## src/hw/byp_macros.svh

```systemverilog
/*
 * Operand bypass and hazard control
 * Width and count constants shared by the package, interfaces and RTL
 */

`ifndef BYP_MACROS_SVH
`define BYP_MACROS_SVH

// Register file index width for a 32 entry integer register file
`define BYP_RF_ADDR_W 5

// Number of register file read ports used by the instruction in ID
// Port 0 feeds operand A and the JALR target, port 1 feeds operand B
`define BYP_NUM_RPORTS 2

`endif
```

## src/hw/byp_pkg.sv

```systemverilog
/*
 * Operand bypass and hazard control
 * Shared types for register indices and forwarding mux selects
 */

`default_nettype none

`include "byp_macros.svh"

package byp_pkg;

  // Register file index as seen on read and write ports
  typedef logic [`BYP_RF_ADDR_W-1:0] rf_addr_t;

  // Source select for the ALU operand forwarding muxes in ID
  // The encoding leaves 2'b11 free for a further source
  typedef enum logic [1:0] {
    SEL_REGFILE = 2'b00,
    SEL_FW_EX   = 2'b01,
    SEL_FW_WB   = 2'b10
  } fw_sel_e;

  // Source select for the jump register target path
  // Only WB can forward here since the EX result arrives too late
  typedef enum logic {
    SELJ_REGFILE = 1'b0,
    SELJ_FW_WB   = 1'b1
  } jalr_sel_e;

endpackage

`default_nettype wire

```

## src/hw/byp_match_if.sv

```systemverilog
/*
 * Register hit bundle
 * Qualified ID read versus EX and WB write matches
 */

`timescale 1ns/1ps
`default_nettype none

`include "byp_macros.svh"

interface byp_match_if;

  // One bit per ID read port, set when that stage will write the register
  logic [`BYP_NUM_RPORTS-1:0] ex_hit;
  logic [`BYP_NUM_RPORTS-1:0] wb_hit;

  // Port 0 hits for the jump register path, read enable not required
  logic                       ex_jalr_hit;
  logic                       wb_jalr_hit;

  modport src (
    output ex_hit, wb_hit, ex_jalr_hit, wb_jalr_hit
  );

  modport dst (
    input ex_hit, wb_hit, ex_jalr_hit, wb_jalr_hit
  );

endinterface

`default_nettype wire

```

## src/hw/byp_stage_if.sv

```systemverilog
/*
 * Pipeline stage status bundle
 * Carries the write-back and instruction class view of EX or WB
 */

`timescale 1ns/1ps
`default_nettype none

interface byp_stage_if;

  // Stage holds a real instruction
  logic                instr_valid;
  // Instruction writes the register file
  logic                rf_we;
  // Destination register of that write
  byp_pkg::rf_addr_t   rf_waddr;
  // Load or store in this stage
  logic                lsu_en;
  // Explicit CSR access in this stage
  logic                csr_en;
  // mret in this stage which implicitly writes mstatus
  logic                mret;

  // Side that fills in the stage status
  modport src (
    output instr_valid, rf_we, rf_waddr, lsu_en, csr_en, mret
  );

  // Side of the hazard logic that inspects the stage
  modport dst (
    input instr_valid, rf_we, rf_waddr, lsu_en, csr_en, mret
  );

endinterface

`default_nettype wire

```

## src/hw/byp_ctrl_top.sv

```systemverilog
/*
 * Operand bypass and hazard control top level
 * Maps the flat pipeline status ports onto the stage bundles
 */

`timescale 1ns/1ps
`default_nettype none

`include "byp_macros.svh"

module byp_ctrl_top (
  // Instruction in ID
  input  wire logic [`BYP_NUM_RPORTS-1:0] rf_re_id_i,
  input  byp_pkg::rf_addr_t               rf_raddr_a_id_i,
  input  byp_pkg::rf_addr_t               rf_raddr_b_id_i,
  input  wire logic                       id_valid_i,
  input  wire logic                       jalr_id_i,
  input  wire logic                       csr_id_i,
  input  wire logic                       mret_id_i,
  input  wire logic                       wfi_id_i,
  input  wire logic                       fetch_err_id_i,
  input  wire logic                       trigger_id_i,

  // EX stage status
  input  wire logic                       ex_valid_i,
  input  wire logic                       ex_rf_we_i,
  input  byp_pkg::rf_addr_t               ex_rf_waddr_i,
  input  wire logic                       ex_lsu_en_i,
  input  wire logic                       ex_csr_en_i,
  input  wire logic                       ex_mret_i,
  input  wire logic                       ex_wfi_i,

  // WB stage status
  input  wire logic                       wb_valid_i,
  input  wire logic                       wb_rf_we_i,
  input  byp_pkg::rf_addr_t               wb_rf_waddr_i,
  input  wire logic                       wb_lsu_en_i,
  input  wire logic                       wb_csr_en_i,
  input  wire logic                       wb_mret_i,
  input  wire logic                       wb_ready_i,

  // Forwarding selects and stalls
  output byp_pkg::fw_sel_e                op_a_sel_o,
  output byp_pkg::fw_sel_e                op_b_sel_o,
  output byp_pkg::jalr_sel_e              jalr_sel_o,
  output logic                            load_stall_o,
  output logic                            jalr_stall_o,
  output logic                            csr_stall_o,
  output logic                            wfi_stall_o,
  output logic                            deassert_we_o
);

  // Read addresses indexed by port, A on port 0 and B on port 1
  byp_pkg::rf_addr_t rf_raddr_id [`BYP_NUM_RPORTS];

  byp_stage_if ex_if ();
  byp_stage_if wb_if ();
  byp_match_if match_if ();

  assign rf_raddr_id[0] = rf_raddr_a_id_i;
  assign rf_raddr_id[1] = rf_raddr_b_id_i;

  assign ex_if.instr_valid = ex_valid_i;
  assign ex_if.rf_we       = ex_rf_we_i;
  assign ex_if.rf_waddr    = ex_rf_waddr_i;
  assign ex_if.lsu_en      = ex_lsu_en_i;
  assign ex_if.csr_en      = ex_csr_en_i;
  assign ex_if.mret        = ex_mret_i;

  assign wb_if.instr_valid = wb_valid_i;
  assign wb_if.rf_we       = wb_rf_we_i;
  assign wb_if.rf_waddr    = wb_rf_waddr_i;
  assign wb_if.lsu_en      = wb_lsu_en_i;
  assign wb_if.csr_en      = wb_csr_en_i;
  assign wb_if.mret        = wb_mret_i;

  // Hit detection is shared by forwarding and stall logic
  byp_reg_match u_reg_match (
    .rf_re_id_i    (rf_re_id_i),
    .rf_raddr_id_i (rf_raddr_id),
    .ex_i          (ex_if),
    .wb_i          (wb_if),
    .hit_o         (match_if)
  );

  byp_fwd_ctrl u_fwd_ctrl (
    .hit_i      (match_if),
    .op_a_sel_o (op_a_sel_o),
    .jalr_sel_o (jalr_sel_o),
    .op_b_sel_o (op_b_sel_o)
  );

  byp_stall_ctrl u_stall_ctrl (
    .hit_i          (match_if),
    .ex_i           (ex_if),
    .wb_i           (wb_if),
    .id_valid_i     (id_valid_i),
    .jalr_id_i      (jalr_id_i),
    .csr_id_i       (csr_id_i),
    .mret_id_i      (mret_id_i),
    .wfi_id_i       (wfi_id_i),
    .fetch_err_id_i (fetch_err_id_i),
    .trigger_id_i   (trigger_id_i),
    .ex_wfi_i       (ex_wfi_i),
    .wb_ready_i     (wb_ready_i),
    .load_stall_o   (load_stall_o),
    .jalr_stall_o   (jalr_stall_o),
    .csr_stall_o    (csr_stall_o),
    .wfi_stall_o    (wfi_stall_o),
    .deassert_we_o  (deassert_we_o)
  );

endmodule

`default_nettype wire

```

## src/hw/byp_stall_ctrl.sv

```systemverilog
/*
 * Stall control
 * Raises load-use, JALR, CSR and WFI stalls and the ID write-enable kill
 */

`timescale 1ns/1ps
`default_nettype none

module byp_stall_ctrl (
  byp_match_if.dst  hit_i,
  byp_stage_if.dst  ex_i,
  byp_stage_if.dst  wb_i,

  // Instruction in ID
  input  wire logic id_valid_i,
  input  wire logic jalr_id_i,
  input  wire logic csr_id_i,
  input  wire logic mret_id_i,
  input  wire logic wfi_id_i,
  input  wire logic fetch_err_id_i,
  input  wire logic trigger_id_i,

  // Later stages
  input  wire logic ex_wfi_i,
  input  wire logic wb_ready_i,

  output logic      load_stall_o,
  output logic      jalr_stall_o,
  output logic      csr_stall_o,
  output logic      wfi_stall_o,
  output logic      deassert_we_o
);

  // ID instruction reads CSR state, directly or implicitly
  // WFI counts here because it reads mstatus.tw and the privilege level
  logic csr_read_id;
  // Some CSR is being written further down the pipe
  // mret counts as a write since it updates mstatus
  logic csr_write_ex_wb;

  assign csr_read_id     = id_valid_i && (csr_id_i || mret_id_i || wfi_id_i);
  assign csr_write_ex_wb = (ex_i.instr_valid && (ex_i.csr_en || ex_i.mret)) ||
                           (wb_i.instr_valid && (wb_i.csr_en || wb_i.mret));

  ////////////////////////////////////////////////////////////////////////////
  // Data hazards
  ////////////////////////////////////////////////////////////////////////////

  // A load in EX has no data yet, so any consumer in ID has to wait
  // A WB writer is forwardable unless WB itself is still waiting on the bus
  assign load_stall_o = (ex_i.lsu_en && (|hit_i.ex_hit)) ||
                        (!wb_ready_i && (|hit_i.wb_hit));

  // The jump target path only takes ALU results from WB
  // An EX writer or a load in WB holds the JALR in ID
  assign jalr_stall_o = id_valid_i && jalr_id_i &&
                        (hit_i.ex_jalr_hit || (hit_i.wb_jalr_hit && wb_i.lsu_en));

  ////////////////////////////////////////////////////////////////////////////
  // Control hazards
  ////////////////////////////////////////////////////////////////////////////

  // CSR state is not forwarded, so readers wait until EX and WB drain
  assign csr_stall_o = csr_read_id && csr_write_ex_wb;

  // Hold ID while a WFI sits in EX so nothing follows it into memory
  assign wfi_stall_o = ex_wfi_i && ex_i.instr_valid;

  // The ID instruction becomes a nop on a fetch fault or a debug trigger
  // It still travels to WB where the exception or debug entry is taken
  assign deassert_we_o = fetch_err_id_i || trigger_id_i;

endmodule

`default_nettype wire

```

## src/hw/byp_fwd_ctrl.sv

```systemverilog
/*
 * Forwarding control
 * Picks the operand A, operand B and jump target sources for ID
 */

`timescale 1ns/1ps
`default_nettype none

module byp_fwd_ctrl (
  byp_match_if.dst           hit_i,
  output byp_pkg::fw_sel_e   op_a_sel_o,
  output byp_pkg::jalr_sel_e jalr_sel_o,
  output byp_pkg::fw_sel_e   op_b_sel_o
);

  ////////////////////////////////////////////////////////////////////////////
  // Operand forwarding
  ////////////////////////////////////////////////////////////////////////////

  // Source for one read port given its EX and WB hits
  // EX holds the younger result, so it wins when both stages write the register
  function automatic byp_pkg::fw_sel_e pick_src(input logic ex_hit, input logic wb_hit);
    byp_pkg::fw_sel_e sel;
    sel = byp_pkg::SEL_REGFILE;
    if (wb_hit) begin
      sel = byp_pkg::SEL_FW_WB;
    end
    if (ex_hit) begin
      sel = byp_pkg::SEL_FW_EX;
    end
    return sel;
  endfunction

  always_comb begin
    // Port 0 is rs1 and feeds operand A
    op_a_sel_o = pick_src(hit_i.ex_hit[0], hit_i.wb_hit[0]);
    // Port 1 is rs2 and feeds operand B
    op_b_sel_o = pick_src(hit_i.ex_hit[1], hit_i.wb_hit[1]);
  end

  ////////////////////////////////////////////////////////////////////////////
  // Jump register target
  ////////////////////////////////////////////////////////////////////////////

  // Only a WB result reaches the jump target path
  // An EX writer or a load in WB is covered by the JALR stall instead
  always_comb begin
    jalr_sel_o = byp_pkg::SELJ_REGFILE;
    if (hit_i.wb_jalr_hit) begin
      jalr_sel_o = byp_pkg::SELJ_FW_WB;
    end
  end

endmodule

`default_nettype wire

```

## src/hw/byp_reg_match.sv

```systemverilog
/*
 * Register match unit
 * Compares the ID read addresses against the EX and WB write addresses
 */

`timescale 1ns/1ps
`default_nettype none

`include "byp_macros.svh"

module byp_reg_match (
  input  wire logic [`BYP_NUM_RPORTS-1:0] rf_re_id_i,
  input  byp_pkg::rf_addr_t               rf_raddr_id_i [`BYP_NUM_RPORTS],
  byp_stage_if.dst                        ex_i,
  byp_stage_if.dst                        wb_i,
  byp_match_if.src                        hit_o
);

  // A stage only counts as a writer with a valid instruction that has rf_we set
  logic                       ex_writes;
  logic                       wb_writes;
  logic [`BYP_NUM_RPORTS-1:0] ex_port_hit;
  logic [`BYP_NUM_RPORTS-1:0] wb_port_hit;

  assign ex_writes = ex_i.instr_valid && ex_i.rf_we;
  assign wb_writes = wb_i.instr_valid && wb_i.rf_we;

  // x0 reads as zero so it is excluded from every match
  for (genvar i = 0; i < `BYP_NUM_RPORTS; i++) begin : gen_port_hit
    assign ex_port_hit[i] = ex_writes && (ex_i.rf_waddr == rf_raddr_id_i[i]) &&
                            (|rf_raddr_id_i[i]) && rf_re_id_i[i];
    assign wb_port_hit[i] = wb_writes && (wb_i.rf_waddr == rf_raddr_id_i[i]) &&
                            (|rf_raddr_id_i[i]) && rf_re_id_i[i];
  end

  assign hit_o.ex_hit = ex_port_hit;
  assign hit_o.wb_hit = wb_port_hit;

  // JALR always reads rs1 on port 0, so its read enable is implied
  assign hit_o.ex_jalr_hit = ex_writes && (ex_i.rf_waddr == rf_raddr_id_i[0]) &&
                             (|rf_raddr_id_i[0]);
  assign hit_o.wb_jalr_hit = wb_writes && (wb_i.rf_waddr == rf_raddr_id_i[0]) &&
                             (|rf_raddr_id_i[0]);

endmodule

`default_nettype wire

```

## config.mk

```make
export PLATFORM = sky130hd
export DESIGN_NAME = byp_ctrl_top
export DESIGN_NICKNAME = d
export VERILOG_FILES = /design/src/hw/byp_pkg.sv /design/src/hw/byp_match_if.sv /design/src/hw/byp_stage_if.sv /design/src/hw/byp_ctrl_top.sv /design/src/hw/byp_stall_ctrl.sv /design/src/hw/byp_fwd_ctrl.sv /design/src/hw/byp_reg_match.sv
export VERILOG_INCLUDE_DIRS = /design/src /design/src/hw
export SDC_FILE = /design/constraint.sdc
export NUM_CORES = 1
export LEC_CHECK = 0
export ABC_AREA = 1
export BUFFER_PORTS_ARGS = -buffer_cell sky130_fd_sc_hd__buf_2
export CAP_MARGIN = 20
export CORE_AREA = 2 2 40 42
export DETAILED_ROUTE_END_ITERATION = 8
export DIE_AREA = 0 0 42 44
export PLACE_DENSITY = 0.81
export SLEW_MARGIN = 15
export SYNTH_ARGS = -nofsm -noshare
export SYNTH_HDL_FRONTEND = slang
export SYNTH_SLANG_ARGS = --single-unit
export TNS_END_PERCENT = 50
```

## constraint.sdc

```tcl
create_clock -name vclk -period 1.3
set_clock_uncertainty 0.2 [all_clocks]
set_input_delay 0.195 -clock vclk [all_inputs]
set_output_delay 0.195 -clock vclk [all_outputs]
set_load 0.02 [all_outputs]
```

* Yosys cells after proc, flatten, opt, wreduce, memory -nomap -nowiden
Index checks and enable logic that the tools add are counted.
** Word-level totals
- Register bits after elaboration :: 0
- Logic and storage cells :: 46
- Bits of input ports :: 41
- Output and inout bits :: 10
** Cells by class
- Multiplexer cells :: 5
- Eq/ne operators :: 4
- Reduce and logical (&&, ||, !) cells :: 37
** Operators by type and width (count)
- $logic_and 1x1->1 :: 24
- $eq 5x5->1 :: 4
- $reduce_or 5->1 :: 2
- $logic_or 1x1->1 :: 8
- $mux 2 :: 4
- $reduce_or 2->1 :: 2
- $logic_not 1->1 :: 1
- $mux 1 :: 1

* Logic depth before layout (Yosys ltp)
Gate-level depths: netlist of run 1.
- Depth after elaboration :: 7
- Mapped depth :: 9
- Gate-level depth less buffers :: 9

* By module
From an unflattened synthesis of run 1, not the netlist that was laid out.
** Second synthesis, totals
- Cell total of the unflattened synthesis :: 121
- Area total of the unflattened synthesis :: 541.8 um2
** Modules (own cells, without submodules)
- byp_reg_match :: cells each 93, times used 1, area an instance 414.1 um2, sequential area each 0.0 um2
- byp_stall_ctrl :: cells each 21, times used 1, area an instance 85.1 um2, sequential area each 0.0 um2
- byp_fwd_ctrl :: cells each 7, times used 1, area an instance 42.5 um2, sequential area each 0.0 um2

* Least setup slack after synthesis of run 1
No wires, ideal clock.
- Path type :: input to output
- Start point :: input wb_valid_i
- End point :: output jalr_sel_o
- Setup slack :: -0.250 ns
- Path buffers :: 0
- Stages on the path :: 3
- Arrival :: 1.155 ns
- Required time :: 0.905 ns
- Cells stage by stage :: nand2_1 nand3b_1 nor4_1
** Between the ends
- Longest elaborated chain between the ends :: 4
** Ends and longest elaborated chain
- start, declared :: RTL line byp_ctrl_top.sv:34 : input wire logic wb_valid_i,
- $logic_and 1x1->1 :: RTL line byp_reg_match.sv:26 : assign wb_writes = wb_i.instr_valid && wb_i.rf_we;
- $logic_and 1x1->1 (2 in a row) :: RTL line byp_reg_match.sv:42 : assign hit_o.wb_jalr_hit = wb_writes && (wb_i.rf_waddr == rf_raddr_id_i[0]) &&
- $mux 1 :: RTL line byp_fwd_ctrl.sv:49 : if (hit_i.wb_jalr_hit) begin
- end, declared :: RTL line byp_ctrl_top.sv:45 : output byp_pkg::jalr_sel_e jalr_sel_o,
No other way between the ends.

* Worst setup path in the final report of run 1
- Start point :: input ex_rf_waddr_i[2]
- End point :: output load_stall_o
** Between the ends
- Longest elaborated chain between the ends :: 7
- Elaborated cells between the ends (all ways) :: 11
- Those cells by class :: eq/ne (2); reduce/logical (9)
** Ends and longest elaborated chain
- start, declared :: RTL line byp_ctrl_top.sv:27 : input byp_pkg::rf_addr_t ex_rf_waddr_i,
- $eq 5x5->1 :: RTL line byp_reg_match.sv:30 : assign ex_port_hit[i] = ex_writes && (ex_i.rf_waddr == rf_raddr_id_i[i]) &&
- $logic_and 1x1->1 (2 in a row) :: RTL line byp_reg_match.sv:30
- $logic_and 1x1->1 :: RTL line byp_reg_match.sv:31 : (|rf_raddr_id_i[i]) && rf_re_id_i[i];
- $reduce_or 2->1 (*) :: RTL line byp_stall_ctrl.sv:51 : assign load_stall_o = (ex_i.lsu_en && (|hit_i.ex_hit)) ||
- $logic_and 1x1->1 (*) :: RTL line byp_stall_ctrl.sv:51
- $logic_or 1x1->1 (*) :: RTL line byp_stall_ctrl.sv:51
- end, declared :: RTL line byp_ctrl_top.sv:46 : output logic load_stall_o,
Every way passes the cells marked *; elsewhere a longest branch is shown, timed or not.

==> results of run 1 <==
==> final timing paths <==
kind	slack, ps	end	cells past startpoint
hold / removal	490	deassert_we_o	3
setup / recovery	-310	load_stall_o	9
==> placed cells by master (no fill, tap or decap), types with 2 or more instances in the layout <==
cell and instances:
buf_6 4, nor2_4 6, xnor2_2 4, nand3_1 2
nor2_1 5, nand2_2 6, buf_4 12, inv_1 10
inv_2 8, nand3_4 2, xnor2_1 7, buf_2 42
nand2_1 36, nand4_1 2, o21ai_0 2, nand3_2 2
==> routing by layer <==
layer | global-route usage | up-vias
met4 | 0.03871 | 0
met2 | 0.4250 | 24
met3 | 0.004167 | 0
met1 | 0.2407 | 373
li1 | - | 428
met5 | 0 | -
==> layout make-up <==
type	count	area, um2	share of cell area
Inverter	19	73.82	0.07320
Multi-Input combinational cell	83	554.3	0.5496
Tap cell	16	20.02	0.01985
Timing Repair Buffer	59	360.3	0.3573
==> through the flow <==
| stage | cells | hold WS [ps] |
|---|---|---|
| final | 177 | 485.5 |
| after global routing | 177 | 500.4 |
| after CTS | 175 | 486.3 |
| after detailed placement | 173 | 486.8 |
| after global placement | 173 | 485.4 |
| after floorplan | 102 | 299.7 |
==> kinds of logic (layout without fill, tap and decap cells) <==
kind of cell,after synthesis,in the layout
buffers and inverters,19,78
AO/OA/AOI/OAI,5,5
AND/OR/NAND/NOR,67,67
XOR/XNOR,11,11
==> where the power goes <==
part           leakage, nW  switching, W  total, W  internal [W]
Combinational        0.560      0.000145  0.000283      0.000137
Sequential               0             0         0             0
Clock                    0             0         0             0
==> what timing repair did <==
action	4_1_cts	5_1_grt
hold buffers	0	0
hold endpoints to repair	0	0
buffers inserted	2	2
endpoints found under the setup margin	7	7
gates resized for setup	18	18
pin swaps	13	16
==> results.yml, run 1 <==
die:
  row_count: 14
  die_y_um: 44
  die-area_mm2: 0.001848
  dieWidth_um: 42
  start_util: 0.3571
  io-pin-count: 51
  core_area_mm2: 0.001419
sta:
  fin_crit_ps: 1612
  rsz0062_at_grt: "yes"
  hold_viol: 0
  max_slew.worst_pin.slew_ps: 210.8
  final.setup.tns_ps: -1583
  finalCritPeriodShare: 1.240
  setup_ws_ps: -312.2
  slew_viol_final: 0
  setup_violations: 7
  fmax_mhz: 620.3
  slew_headroom: 0.8583
final_layout:
  final_util: 0.7108
  n_clock_buffer: 0
  area.sequential_um2: 0
  fin_area_mm2: 0.001008
  seq_cell_count: 0
  syn2layout_area_growth_pct: 99.01
  nets: 204
  n_antenna_cell: 0
  drive_gt1_frac: 0.5839
  fillerInstances: 105
synth:
  synth.most_common_cell: "nand2_1"
  yosysTopAreaCell: "nand2_1"
  synth_compound_area_frac: 0.05432
  synth_fp_nets: 143
  synth_top_area_frac: 0.3037
  ys_top_cells_by_area: "nand2_1 30%, xnor2_1 19%, inv_1 8.9%"
  synthCells: 102
  synthAdderAreaFrac: 0
  syn_area_per_cell_um2: 4.968
  synth.distinct_cells: 19
  synth-simple-area-share: 0.6148
  yosys_warnings: 0
  ys_top_cells_by_count: "41 x nand2_1, 12 x inv_1, 11 x xnor2_1, 8 x nor2_1, 7 x inv_2"
  synth_top_family_by_area: "simple AND/OR/NAND/NOR gates"
  muxShareOfSynthArea: 0
  yosysSeqAreaShare: 0
  synthesis.area_um2: 506.7
  synth-xor-area-share: 0.1901
place:
  dpl_cell_area_um2: 834.6
  place.gp.congestion: 0.8610
  hpwl_mm: 1.573
  port_buffers: 51
  dp_slack_ps: -313.5
grt:
  globalRouteTotalUtil: 0.2082
  grt_max_degree: 4
  grt_pass1_wl_mm: 3.111
  grt_overflow: 0
  antenna_found_initial: 0
  grt_pass1_vias: 787
drt:
  met2WireLength_mm: 1.166
  met1Wirelength_um: 806
  wl_met3_um: 74
  highest_layer: "met3"
  drtAntennaViolNets: 0
  drc: 0
  routed_wl_mm: 2.047
  wire_per_inst_um: 11.56
  drt-initial-drc-count: 13
  viasPerCell: 4.661
  drt_first_pass_iters: 4
  vias: 825
power:
  pwr_density_cell_mw_per_mm2: 280.2
  finalPower_w: 0.0002825
  static-leakage-power_nw: 0.5604
  ir_drop_uv: 139.5
min_path:
  hold_path.startpoint: "fetch_err_id_i"
  hold_path.class: "input pin to output pin"
setup_path:
  cpPeakStageDelay_ps: 190
  cp_top_family: "simple AND/OR/NAND/NOR gates"
  worstSetupPathType: "input pin to output pin"
  cp-end-kind: "output pin"
  worst_path_max_delay_cell: "xnor2_2"
  critPathLaunchType: "input pin"
  critical_path_buf_inv_count: 2
  worstPathRequired_ps: 900
  cp_max_fo: 2
  path_cells: "buf_2 > xnor2_2 > nand2_2 > nor2_4 > nand3_4 > nand2_2 > nand2_2 > nand2_1 > buf_6"
  crit_start: "ex_rf_waddr_i[2]"
  crit_top_cell: "nand2_2"
  cp.arrival_ps: 1220
run_status:
  status: "finished, violations left"
  violations: "negative setup slack"
flow_run:
  cap_violations: 0
(Power assumes the default switching activity.)
==> inputs of run 2 (changes only) <==
Settings changed: MAX_ROUTING_LAYER set to met4.
==> run 2 against run 1 <==
Net effect:
- the flow still finishes with violations (negative setup slack)
- maximum frequency about the same
- critical path depth unchanged
- sequential share of layout area unchanged
- routed wire length about the same
- global-route usage up 0.47 points
- non-clock buffer count unchanged
- total power about the same
- largest cell class unchanged
- highest routed layer is now met4
==> results.yml, run 2 (same netlist as run 1, synthesis figures left out) <==
final_layout:
  drive_gt1_frac: 0.5839
  n_antenna_cell: 0
  nets: 204
  area.sequential_um2: 0
  layout_commonest_cell: "buf_2"
  n_clock_buffer: 0
  seq_cell_count: 0
  fin_area_mm2: 0.001008
  layout_common_cells: "42 x buf_2, 36 x nand2_1, 12 x buf_4"
  syn2layout_area_growth_pct: 99.01
power:
  static-leakage-power_nw: 0.5604
  pwr-share-comb: 1.000
  internal-power_w: 0.0001372
  ir_drop_uv: 140.0
  p_clk_frac: 0
  seq_power_share: 0
  pwr_density_cell_mw_per_mm2: 280.2
  switching_share: 0.5145
  power_switching_w: 0.0001454
flow_run:
  cap_violations: 0
sta:
  max_slew.worst_pin.slew_ps: 210.5
  fin_crit_ps: 1613
  slew_headroom: 0.8585
  finalCritPeriodShare: 1.241
  fmax_mhz: 620.1
  hold_viol: 0
  setup_violations: 7
  setup_ws_ps: -312.7
  slew_viol_final: 0
  rsz0062_at_grt: "yes"
setup_path:
  worstSetupPathType: "input pin to output pin"
  crit_start: "ex_rf_waddr_i[2]"
  worstPathRequired_ps: 900
  cp_max_fo: 2
  cp.arrival_ps: 1220
  cp-end-kind: "output pin"
  critPathLaunchType: "input pin"
min_path:
  hold_path.startpoint: "fetch_err_id_i"
  min_to: "deassert_we_o"
  hold_path.class: "input pin to output pin"
  hold-path-cell-count: 3
die:
  start_util: 0.3571
  io-pin-count: 51
  core_area_mm2: 0.001419
  die-area_mm2: 0.001848
  row_count: 14
  die_y_um: 44
  dieWidth_um: 42
place:
  dp_slack_ps: -313.5
  dpl_cell_area_um2: 834.6
  place.gp.congestion: 0.8748
  hpwl_mm: 1.573
  port_buffers: 51
drt:
  drt_first_pass_iters: 4
  drc: 0
  viasPerCell: 4.695
  drt-initial-drc-count: 11
  routed_wl_mm: 2.045
  vias: 831
  drtAntennaViolNets: 0
  wire_per_inst_um: 11.55
grt:
  globalRouteTotalUtil: 0.2129
  grt_pass1_vias: 792
  grt_max_degree: 4
  grt_overflow: 0
  grt_pass1_wl_mm: 3.077
  antenna_found_initial: 0
run_status:
  violations: "negative setup slack"
  status: "finished, violations left"
clocking:
  holdBufCountCts: 0
-- run 2: power by group through the flow --
stage               combinational [W]  clock [W]  sequential, W
global route                 0.000307          0              0
finish                       0.000283          0              0
CTS                          0.000249          0              0
global placement             0.000225          0              0
detailed placement           0.000231          0              0
floorplan                    0.000115          0              0
-- run 2: cell type report --
cell class,instances,area (um2)
well taps,16,20.02
fillers,105,410.4
inverters,19,73.82
multi-input cells,83,554.3
repair buffers,59,360.3
-- run 2: worst max path at each step --
stage | to | cells past startpoint
after floorplan | jalr_sel_o | 3
after global placement | load_stall_o | 9
after detailed placement | load_stall_o | 11
after CTS | load_stall_o | 9
after global routing | load_stall_o | 9
final | load_stall_o | 9
-- run 2: critical path, stage by stage --
cell,delay [ps]
buf_2,130
xnor2_2,190
nand2_2,90
nor2_4,150
nand3_4,100
nand2_2,90
nand2_2,60
nand2_1,90
buf_6,120
-- run 2: what timing repair did --
item,in CTS,in global routing
endpoints found under the setup margin,7,7
pin swaps,13,16
hold endpoints to repair,0,0
resized for setup,18,18
buffers inserted,2,2
-- run 2: layer usage --
layer / vias up / wire [um] / part of all wire / GRT usage
met4: 0 / 13 / 0.0064 / 0.05161
met1: 373 / 789 / 0.39 / 0.2357
met5: - / 0 / 0 / -
met2: 28 / 1158 / 0.57 / 0.4188
met3: 2 / 83 / 0.041 / 0.004167
li1: 428 / - / - / -
-- run 2: through the flow --
| step | total power, W | setup TNS (ps) | std cells | hold slack, ps | util |
|---|---|---|---|---|---|
| global route | 0.0003070 | -2035 | 177 | 500.4 | 0.7108 |
| floorplan | 0.0001149 | -156.9 | 102 | 299.7 | - |
| CTS | 0.0002491 | -1225 | 175 | 486.3 | 0.6446 |
| global placement | 0.0002245 | -1270 | 173 | 485.4 | 0.5882 |
| detailed placement | 0.0002309 | -1526 | 173 | 486.8 | 0.5882 |
| finish | 0.0002826 | -1563 | 177 | 485.5 | 0.7108 |
